### src/hdl/sap_pkg.sv
// Shared constants and types for the SAP-style accumulator CPU
// Import with a wildcard in any module that decodes opcodes or the control word
package sap_pkg;

    // Opcodes, upper nibble of the instruction byte
    localparam logic [3:0] op_lda = 4'd0;   // A <= mem[operand]
    localparam logic [3:0] op_add = 4'd1;   // A <= A + mem[operand], flags
    localparam logic [3:0] op_sub = 4'd2;   // A <= A - mem[operand], flags
    localparam logic [3:0] op_jmp = 4'd6;   // PC <= operand
    localparam logic [3:0] op_jc  = 4'd7;   // Jump on carry
    localparam logic [3:0] op_jz  = 4'd8;   // Jump on zero
    localparam logic [3:0] op_out = 4'd14;  // Output register <= A
    localparam logic [3:0] op_hlt = 4'd15;  // Stop until reset

    // Control word, all bits active high
    localparam int ctrl_w = 15;

    localparam int c_cp  = 14;  // PC count
    localparam int c_ep  = 13;  // PC onto bus
    localparam int c_lp  = 12;  // PC load from bus
    localparam int c_lma = 11;  // MAR load
    localparam int c_ein = 10;  // Input port onto bus
    localparam int c_ce  = 9;   // RAM onto bus
    localparam int c_lr  = 8;   // RAM write from bus
    localparam int c_li  = 7;   // Instruction register load
    localparam int c_ei  = 6;   // Operand nibble onto bus
    localparam int c_la  = 5;   // Accumulator load
    localparam int c_ea  = 4;   // Accumulator onto bus
    localparam int c_sub = 3;   // ALU subtract select
    localparam int c_eu  = 2;   // ALU result onto bus
    localparam int c_lb  = 1;   // B register load
    localparam int c_lo  = 0;   // Output register load

    localparam int t_states  = 6;   // Clocks per instruction
    localparam int mem_depth = 16;  // Addressed by a 4-bit operand

    // One instruction byte, seen either as fields or as plain data
    typedef union packed {
        struct packed {
            logic [3:0] opcode;
            logic [3:0] operand;
        } f;
        logic [7:0] raw;
    } instr_t;

endpackage
### src/hdl/sap_bus_if.sv
// Shared 8-bit data bus of the CPU
// Each peer drives its own value and enable, the arbiter resolves them onto bus
`timescale 1ns/1ps

interface sap_bus_if (
    input logic clk   // Only used for checks on the resolved bus
);
    logic       pc_en;
    logic [7:0] pc_val;   // PC in the low nibble
    logic       mem_en;
    logic [7:0] mem_val;
    logic       ir_en;
    logic [7:0] ir_val;   // Operand in the low nibble
    logic       alu_en;
    logic [7:0] alu_val;
    logic       acc_en;
    logic [7:0] acc_val;
    logic       in_en;
    logic [7:0] in_val;
    logic [7:0] bus;      // Resolved value

    modport pc  (output pc_en, pc_val, input bus);
    modport mem (output mem_en, mem_val, input bus);
    modport ir  (output ir_en, ir_val, input bus);
    modport alu (output alu_en, alu_val, acc_en, acc_val, input bus);
    modport io  (output in_en, in_val, input bus);

    modport arbiter (
        input  clk,
        input  pc_en, pc_val, mem_en, mem_val, ir_en, ir_val,
        input  alu_en, alu_val, acc_en, acc_val, in_en, in_val,
        output bus
    );

endinterface

### src/hdl/sap_cpu_top.sv
// Top level of the accumulator CPU
// Wires the bus peers, arbiter and sequencer to the external pins
`timescale 1ns/1ps

module sap_cpu_top import sap_pkg::*; (
    input  logic       clk,
    input  logic       rst_n,
    input  logic [7:0] ui_in,         // Program bytes and input data
    input  logic       programming,   // High while loading a program
    output logic [7:0] uo_out,
    output logic       out_valid,
    output logic       ready_for_ui,
    output logic       done_load,
    output logic       halted
);

    logic [ctrl_w-1:0] ctrl;          // Control word from the sequencer
    logic              carry;
    logic              zero;

    sap_bus_if bus_if (.clk(clk));

    bus_arbiter arb (.b(bus_if.arbiter));

    program_counter pc (
        .clk   (clk),
        .rst_n (rst_n),
        .cp    (ctrl[c_cp]),
        .lp    (ctrl[c_lp]),
        .ep    (ctrl[c_ep]),
        .b     (bus_if.pc)
    );

    memory_unit mem (
        .clk   (clk),
        .rst_n (rst_n),
        .lma   (ctrl[c_lma]),
        .ce    (ctrl[c_ce]),
        .write (ctrl[c_lr]),
        .b     (bus_if.mem)
    );

    alu_unit alu (
        .clk   (clk),
        .rst_n (rst_n),
        .la    (ctrl[c_la]),
        .lb    (ctrl[c_lb]),
        .ea    (ctrl[c_ea]),
        .eu    (ctrl[c_eu]),
        .sub   (ctrl[c_sub]),
        .carry (carry),
        .zero  (zero),
        .b     (bus_if.alu)
    );

    io_port io (
        .clk       (clk),
        .rst_n     (rst_n),
        .ein       (ctrl[c_ein]),
        .lo        (ctrl[c_lo]),
        .ui_in     (ui_in),
        .uo_out    (uo_out),
        .out_valid (out_valid),
        .b         (bus_if.io)
    );

    control_sequencer seq (
        .clk          (clk),
        .rst_n        (rst_n),
        .programming  (programming),
        .carry        (carry),
        .zero         (zero),
        .ready_for_ui (ready_for_ui),
        .done_load    (done_load),
        .halted       (halted),
        .ctrl         (ctrl),
        .b            (bus_if.ir)
    );

endmodule

### src/hdl/control_sequencer.sv
// Control unit of the CPU
// Loads the program from the input port while programming is high, then runs
// the six-state fetch/execute ring and decodes it into the control word
`timescale 1ns/1ps

module control_sequencer import sap_pkg::*; (
    input  logic              clk,
    input  logic              rst_n,
    input  logic              programming,   // Loader request from outside
    input  logic              carry,         // ALU flags for JC and JZ
    input  logic              zero,
    output logic              ready_for_ui,  // Loader cycle A, byte wanted soon
    output logic              done_load,
    output logic              halted,
    output logic [ctrl_w-1:0] ctrl,
    sap_bus_if.ir             b
);

    logic [3:0]          load_cnt;   // Bytes written so far
    logic                phase_b;    // Loader cycle B when set
    logic                run;        // Execution enabled
    logic [t_states-1:0] ring;       // One-hot T-state, bit 0 is T1
    instr_t              ir;
    logic                loading;
    logic                start;
    logic                hlt_t3;

    assign loading      = programming && !done_load && !halted;
    assign start        = !programming && done_load;
    assign ready_for_ui = loading && !phase_b;
    assign hlt_t3       = run && ring[2] && (ir.f.opcode == op_hlt);

    always_ff @(posedge clk or negedge rst_n) begin
        if (!rst_n) begin
            load_cnt  <= 4'h0;
            phase_b   <= 1'b0;
            done_load <= 1'b0;
            run       <= 1'b0;
            ring      <= t_states'(1);
            halted    <= 1'b0;
            ir        <= '0;
        end else begin
            if (loading) begin
                phase_b <= !phase_b;
                if (phase_b) begin                       // Byte written this cycle
                    load_cnt <= load_cnt + 4'h1;
                    if (load_cnt == 4'(mem_depth - 1))
                        done_load <= 1'b1;
                end
            end

            if (run && !halted && !hlt_t3)
                ring <= {ring[t_states-2:0], ring[t_states-1]};   // Rotate
            if (hlt_t3)
                halted <= 1'b1;                          // Ring stays on T3

            if (start) begin
                done_load <= 1'b0;
                load_cnt  <= 4'h0;
                phase_b   <= 1'b0;
                run       <= 1'b1;
                ring      <= t_states'(1);               // Begin at T1
            end else if (programming) begin
                run <= 1'b0;                             // Reload stops execution
            end

            if (ctrl[c_li])
                ir.raw <= b.bus;
        end
    end

    // Operand nibble for LDA/ADD/SUB addresses and jump targets
    assign b.ir_en  = ctrl[c_ei];
    assign b.ir_val = {4'h0, ir.f.operand};

    always_comb begin
        ctrl = '0;
        if (loading) begin
            if (!phase_b) begin
                ctrl[c_ep]  = 1'b1;                      // A: PC to MAR
                ctrl[c_lma] = 1'b1;
            end else begin
                ctrl[c_ein] = 1'b1;                      // B: input byte to RAM
                ctrl[c_lr]  = 1'b1;
                ctrl[c_cp]  = 1'b1;
            end
        end else if (start) begin
            ctrl[c_lp] = 1'b1;                           // Bus idle, so PC clears
        end else if (run) begin
            if (ring[0]) begin                           // T1 fetch address
                ctrl[c_ep]  = 1'b1;
                ctrl[c_lma] = 1'b1;
            end
            if (ring[1]) begin                           // T2 fetch instruction
                ctrl[c_ce] = 1'b1;
                ctrl[c_li] = 1'b1;
                ctrl[c_cp] = 1'b1;
            end
            if (ring[2]) begin
                case (ir.f.opcode)
                    op_lda, op_add, op_sub: begin
                        ctrl[c_ei]  = 1'b1;              // Operand address
                        ctrl[c_lma] = 1'b1;
                    end
                    op_jmp: begin
                        ctrl[c_ei] = 1'b1;
                        ctrl[c_lp] = 1'b1;
                    end
                    op_jc: begin
                        ctrl[c_ei] = carry;
                        ctrl[c_lp] = carry;
                    end
                    op_jz: begin
                        ctrl[c_ei] = zero;
                        ctrl[c_lp] = zero;
                    end
                    op_out: begin
                        ctrl[c_ea] = 1'b1;
                        ctrl[c_lo] = 1'b1;
                    end
                    default: ctrl = '0;                  // HLT and no-ops
                endcase
            end
            if (ring[3]) begin                           // T4 memory operand
                if (ir.f.opcode == op_lda) begin
                    ctrl[c_ce] = 1'b1;
                    ctrl[c_la] = 1'b1;
                end else if (ir.f.opcode == op_add || ir.f.opcode == op_sub) begin
                    ctrl[c_ce] = 1'b1;
                    ctrl[c_lb] = 1'b1;
                end
            end
            if (ring[4] && (ir.f.opcode == op_add || ir.f.opcode == op_sub)) begin
                ctrl[c_eu]  = 1'b1;                      // T5 result back to A
                ctrl[c_la]  = 1'b1;
                ctrl[c_sub] = (ir.f.opcode == op_sub);
            end
        end
    end

    a_ring_onehot : assert property (
        @(posedge clk) disable iff (!rst_n)
        $onehot(ring)
    ) else $error("control_sequencer: T-state ring not one-hot");

    // Halt must silence every peer across all later cycles
    a_halt_quiet : assert property (
        @(posedge clk) disable iff (!rst_n)
        halted |-> (ctrl == '0)
    ) else $error("control_sequencer: control bit active while halted");

endmodule

### src/hdl/io_port.sv
// Input byte driver and output register
// out_valid pulses for one clock after each output load
`timescale 1ns/1ps

module io_port (
    input  logic       clk,
    input  logic       rst_n,
    input  logic       ein,        // ui_in onto bus
    input  logic       lo,         // Output register load
    input  logic [7:0] ui_in,
    output logic [7:0] uo_out,
    output logic       out_valid,
    sap_bus_if.io      b
);

    assign b.in_en  = ein;
    assign b.in_val = ui_in;

    always_ff @(posedge clk or negedge rst_n) begin
        if (!rst_n) begin
            uo_out    <= 8'h00;
            out_valid <= 1'b0;
        end else begin
            out_valid <= lo;           // lo lasts one T-state, so one pulse
            if (lo)
                uo_out <= b.bus;       // Accumulator value from OUT
        end
    end

endmodule

### src/hdl/alu_unit.sv
// Accumulator, B register and adder/subtractor
// Flags register only when the ALU result is written back into A
`timescale 1ns/1ps

module alu_unit (
    input  logic    clk,
    input  logic    rst_n,
    input  logic    la,      // A load from bus
    input  logic    lb,      // B load from bus
    input  logic    ea,      // A onto bus
    input  logic    eu,      // Result onto bus
    input  logic    sub,     // Subtract when high
    output logic    carry,
    output logic    zero,
    sap_bus_if.alu  b
);

    logic [7:0] acc;
    logic [7:0] breg;
    logic [7:0] b_op;
    logic [8:0] sum;

    // Subtract as A + ~B + 1, carry means no borrow
    assign b_op = sub ? ~breg : breg;
    assign sum  = {1'b0, acc} + {1'b0, b_op} + 9'(sub);

    always_ff @(posedge clk or negedge rst_n) begin
        if (!rst_n) begin
            acc   <= 8'h00;
            carry <= 1'b0;
            zero  <= 1'b0;
        end else if (la) begin
            acc <= b.bus;
            if (eu) begin                 // Write-back of an ALU result
                carry <= sum[8];
                zero  <= (sum[7:0] == 8'h00);
            end
        end
    end

    always_ff @(posedge clk or negedge rst_n) begin
        if (!rst_n)
            breg <= 8'h00;
        else if (lb)
            breg <= b.bus;
    end

    assign b.acc_en  = ea;
    assign b.acc_val = acc;
    assign b.alu_en  = eu;
    assign b.alu_val = sum[7:0];     // Wraps mod 256

endmodule

### src/hdl/memory_unit.sv
// Memory address register and 16-byte RAM
// Write from the bus on write, read onto the bus on ce, both at the MAR address
`timescale 1ns/1ps

module memory_unit import sap_pkg::*; (
    input  logic    clk,
    input  logic    rst_n,
    input  logic    lma,     // MAR load
    input  logic    ce,      // RAM onto bus
    input  logic    write,   // RAM write from bus
    sap_bus_if.mem  b
);

    logic [3:0] mar;
    instr_t     ram [mem_depth];

    always_ff @(posedge clk or negedge rst_n) begin
        if (!rst_n) begin
            mar <= 4'h0;
        end else if (lma) begin
            mar <= b.bus[3:0];           // Address from PC or operand
        end
    end

    // Contents survive reset, only the loader writes them
    always_ff @(posedge clk) begin
        if (write)
            ram[mar].raw <= b.bus;
    end

    // Combinational read from the MAR
    assign b.mem_en  = ce;
    assign b.mem_val = ram[mar].raw;

    a_rw_excl : assert property (
        @(posedge clk) disable iff (!rst_n)
        !(write && ce)
    ) else $error("memory_unit: RAM read and write in the same cycle");

endmodule

### src/hdl/program_counter.sv
// 4-bit program counter
// Counts on cp, loads the low bus nibble on lp, drives the bus on ep
`timescale 1ns/1ps

module program_counter (
    input  logic   clk,
    input  logic   rst_n,
    input  logic   cp,     // Count up
    input  logic   lp,     // Jump load
    input  logic   ep,     // Output enable
    sap_bus_if.pc  b
);

    logic [3:0] pc;

    always_ff @(posedge clk or negedge rst_n) begin
        if (!rst_n) begin
            pc <= 4'h0;
        end else if (lp) begin
            pc <= b.bus[3:0];          // Jump target, or zero from an idle bus
        end else if (cp) begin
            pc <= pc + 4'h1;           // Wraps after address 15
        end
    end

    assign b.pc_en  = ep;
    assign b.pc_val = {4'h0, pc};      // Upper nibble unused

    // Decode never counts and loads in the same T-state
    a_cp_lp_excl : assert property (
        @(posedge clk) disable iff (!rst_n)
        !(cp && lp)
    ) else $error("program_counter: cp and lp high together");

endmodule

### src/hdl/bus_arbiter.sv
// Resolves the single enabled driver onto the shared bus
// Purely combinational, the bus reads zero when nobody drives it
`timescale 1ns/1ps

module bus_arbiter (
    sap_bus_if.arbiter b
);

    // AND-OR mux, at most one term is non-zero
    assign b.bus = ({8{b.pc_en}}  & b.pc_val)
                 | ({8{b.mem_en}} & b.mem_val)
                 | ({8{b.ir_en}}  & b.ir_val)
                 | ({8{b.alu_en}} & b.alu_val)
                 | ({8{b.acc_en}} & b.acc_val)
                 | ({8{b.in_en}}  & b.in_val);

    // Two drivers at once would OR their values together silently
    a_one_driver : assert property (
        @(posedge b.clk)
        $onehot0({b.pc_en, b.mem_en, b.ir_en, b.alu_en, b.acc_en, b.in_en})
    ) else $error("bus_arbiter: more than one bus driver enabled");

endmodule

### config.mk
export PLATFORM = sky130hd
export DESIGN_NAME = sap_cpu_top
export DESIGN_NICKNAME = d
export VERILOG_FILES = /design/src/hdl/sap_pkg.sv /design/src/hdl/sap_bus_if.sv /design/src/hdl/sap_cpu_top.sv /design/src/hdl/control_sequencer.sv /design/src/hdl/io_port.sv /design/src/hdl/alu_unit.sv /design/src/hdl/memory_unit.sv /design/src/hdl/program_counter.sv /design/src/hdl/bus_arbiter.sv
export SDC_FILE = /design/constraint.sdc
export NUM_CORES = 1
export LEC_CHECK = 0
export BUFFER_PORTS_ARGS = -buffer_cell sky130_fd_sc_hd__buf_2
export CAP_MARGIN = 25
export CORE_MARGIN = 1.5
export CORE_UTILIZATION = 55
export CTS_BUF_LIST = sky130_fd_sc_hd__clkbuf_4
export DETAILED_ROUTE_END_ITERATION = 16
export HOLD_SLACK_MARGIN = 0.1
export PLACE_DENSITY_LB_ADDON = 0.05
export SLEW_MARGIN = 20
export SYNTH_ARGS = -nofsm -noshare
export SYNTH_HDL_FRONTEND = slang
export SYNTH_HIERARCHICAL = 1
export SYNTH_SLANG_ARGS = --single-unit
export TNS_END_PERCENT = 30
### constraint.sdc
create_clock -name clk -period 4.3 [get_ports clk]
set_clock_uncertainty 0.05 [all_clocks]
set_input_delay 0 -clock clk [delete_from_list [all_inputs] [get_ports clk]]
set_output_delay 0 -clock clk [all_outputs]
set_load 0.005 [all_outputs]
==> flow_metrics.tcl <==
set metrics [dict create \
    cts_inserted_buffers 17 \
    clk_latency_ns 0.58 \
    period_minus_slack_ns 3.83 \
    grt_pass1_vias 5068 \
    status "finished, final reports clean" \
    cts_tree "yes" \
    clock_sinks 185 \
    h-tree-depth 4 \
    vias 4871 \
    path_class "reg2reg" \
    syn_avg_cell_area_um2 15.1 \
    cp_max_fo 20 \
    vdd_drop_max_v 0.000224 \
    nFillCells 1184 \
    io-pin-count 23 \
    pwr_density_cell_mw_per_mm2 537 \
    clock-root-buffer "clkbuf_4" \
    whs_ns 0.160 \
    area_growth_pct 5.45 \
    min_period_over_period 0.890 \
    num-nets-final 618 \
    rows 45 \
    place_congestion 0.843 \
    ant_nets 0 \
    routed_wirelength_um 18200 \
    fmax_mhz 261 \
    hold_class "in2reg" \
    hold_viol 0 \
    startpoint_type "register" \
    place_inst 777 \
    synth_area_mm2 0.00877 \
    endpoint_kind "register" \
    setup-violations-final 0 \
    yosysWarnings 6 \
    cellLeakagePower_nw 3.49 \
    core_region_area_mm2 0.0154 \
    track_usage 0.237 \
    dieWidth_um 129 \
    fin_setup_tns_ns 0 \
    tightest_slew_ns 0.963 \
    vias_per_cell 5.92 \
    grt_overflow 0 \
    clk_pin_slew_ns 0.14 \
    utilization 0.601 \
    critPathRequiredTime_ns 4.72 \
    arrival_ns 4.25 \
    io_buffers 22 \
    grt_pass1_wl_um 28600 \
    maxCapViolations 0 \
    grt_antenna_before_repair 1 \
    dr.first_iter.drc_count 367 \
    syn_inst 581 \
    die_y_um 129 \
    cts_max_path_buffers 2 \
    rsz0062_at_grt "no" \
    layout-drive-gt1-share 0.292 \
    wl_per_cell_um 22.1 \
    dp_hpwl_um 12100 \
    dr.pass1.iters 5 \
    grt_max_degree 58 \
    initial_core_util 0.570 \
    final-max-slew-violation-count 0 \
    drcViolationCount 0 \
    die-area_mm2 0.0167 \
    final_cells 823 \
    max-slew-margin-rel 0.356 \
]
==> power by group <==
group          switching [W]  leakage (nW)  internal, W
Combinational       0.000861          1.43     0.000706
Sequential          0.000290          1.93      0.00221
Clock               0.000596         0.139     0.000306
Total                0.00175          3.49      0.00322
==> layout by cell type, fill, tap and decap left out, types with 16 or more instances in the layout <==
| cell type | count |
|---|---|
| nor2_1 | 31 |
| mux2_2 | 20 |
| dfrtp_1 | 55 |
| buf_4 | 24 |
| mux2_4 | 16 |
| a22oi_1 | 31 |
| clkbuf_4 | 20 |
| nand2_1 | 29 |
| mux4_2 | 32 |
| buf_2 | 22 |
| edfxtp_1 | 128 |
==> sequential cells by signal (all words and copies together), names as in the netlist <==
name and flops:
seq/load_cnt 4, seq/ring 6, alu/zero 1, seq/halted 1
pc/pc 4, seq/ir 8, seq/phase_b 1, io/out_valid 1
seq/run 1, io/uo_out 8, mem/ram 128, mem/mar 4
seq/done_load 1, alu/breg 8, alu/b.acc_val 8, alu/carry 1
==> layout make-up <==
type,count,area [um2],area share
Clock buffer,19,143,0.0154
Antenna cell,2,5.00,0.000541
Sequential cell,185,5270,0.570
Timing Repair Buffer,59,428,0.0463
Inverter,9,33.8,0.00365
Clock inverter,13,121,0.0131
Tap cell,211,264,0.0286
Multi-Input combinational cell,325,2980,0.322
==> worst paths after layout <==
kind,start,cells after the start,slack (ns),endpoint
min reg2reg,io/uo_out[3],1,0.47,io/uo_out[3]
max,seq/done_load,15,0.47,alu/breg[6]
max reg2reg,seq/done_load,15,0.47,alu/breg[6]
min,programming,3,0.16,seq/run
max in group asynchronous,rst_n,4,3.10,mem/mar[0]
min in group asynchronous,rst_n,4,0.58,seq/load_cnt[0]
==> worst max-delay path, cell delays in order, from the launching register on <==
cell      delay [ns]
dfrtp_1         0.41
and2b_2         0.27
nor2_1          0.22
nand3_1         0.19
nor2_1          0.14
buf_4           0.20
xor2_1          0.20
inv_1           0.08
fa_1            0.44
nor2b_1         0.16
o211ai_1        0.13
a21oi_1         0.18
xor2_1          0.12
a22oi_2         0.18
nand3_2         0.35
mux2_2          0.40
==> metal layers <==
layer / share of wire / routed length [um] / track usage / up-vias
met5: 0 / 0 / 0 / -
li1: - / - / - / 2217
met4: 0.021 / 386 / 0.0839 / 0
met1: 0.42 / 7650 / 0.308 / 2508
met2: 0.51 / 9210 / 0.395 / 123
met3: 0.051 / 936 / 0.0545 / 23
==> repair_timing <==
action,4_1_cts,5_1_grt
setup buffers,0,0
hold endpoints to repair,219,0
hold buffers,11,0
resized for setup,0,0
==> metrics by stage <==
stage / power [W] / instance area, um2 / worst slack [ns]
floorplan: 0.00372 / 8790 / 0.629
global placement: 0.00407 / 8860 / 0.601
detailed placement: 0.00410 / 8860 / 0.539
CTS: 0.00499 / 9230 / 0.482
global route: 0.00524 / 9250 / 0.105
finish: 0.00497 / 9250 / 0.474
(Power assumes the default switching activity.)
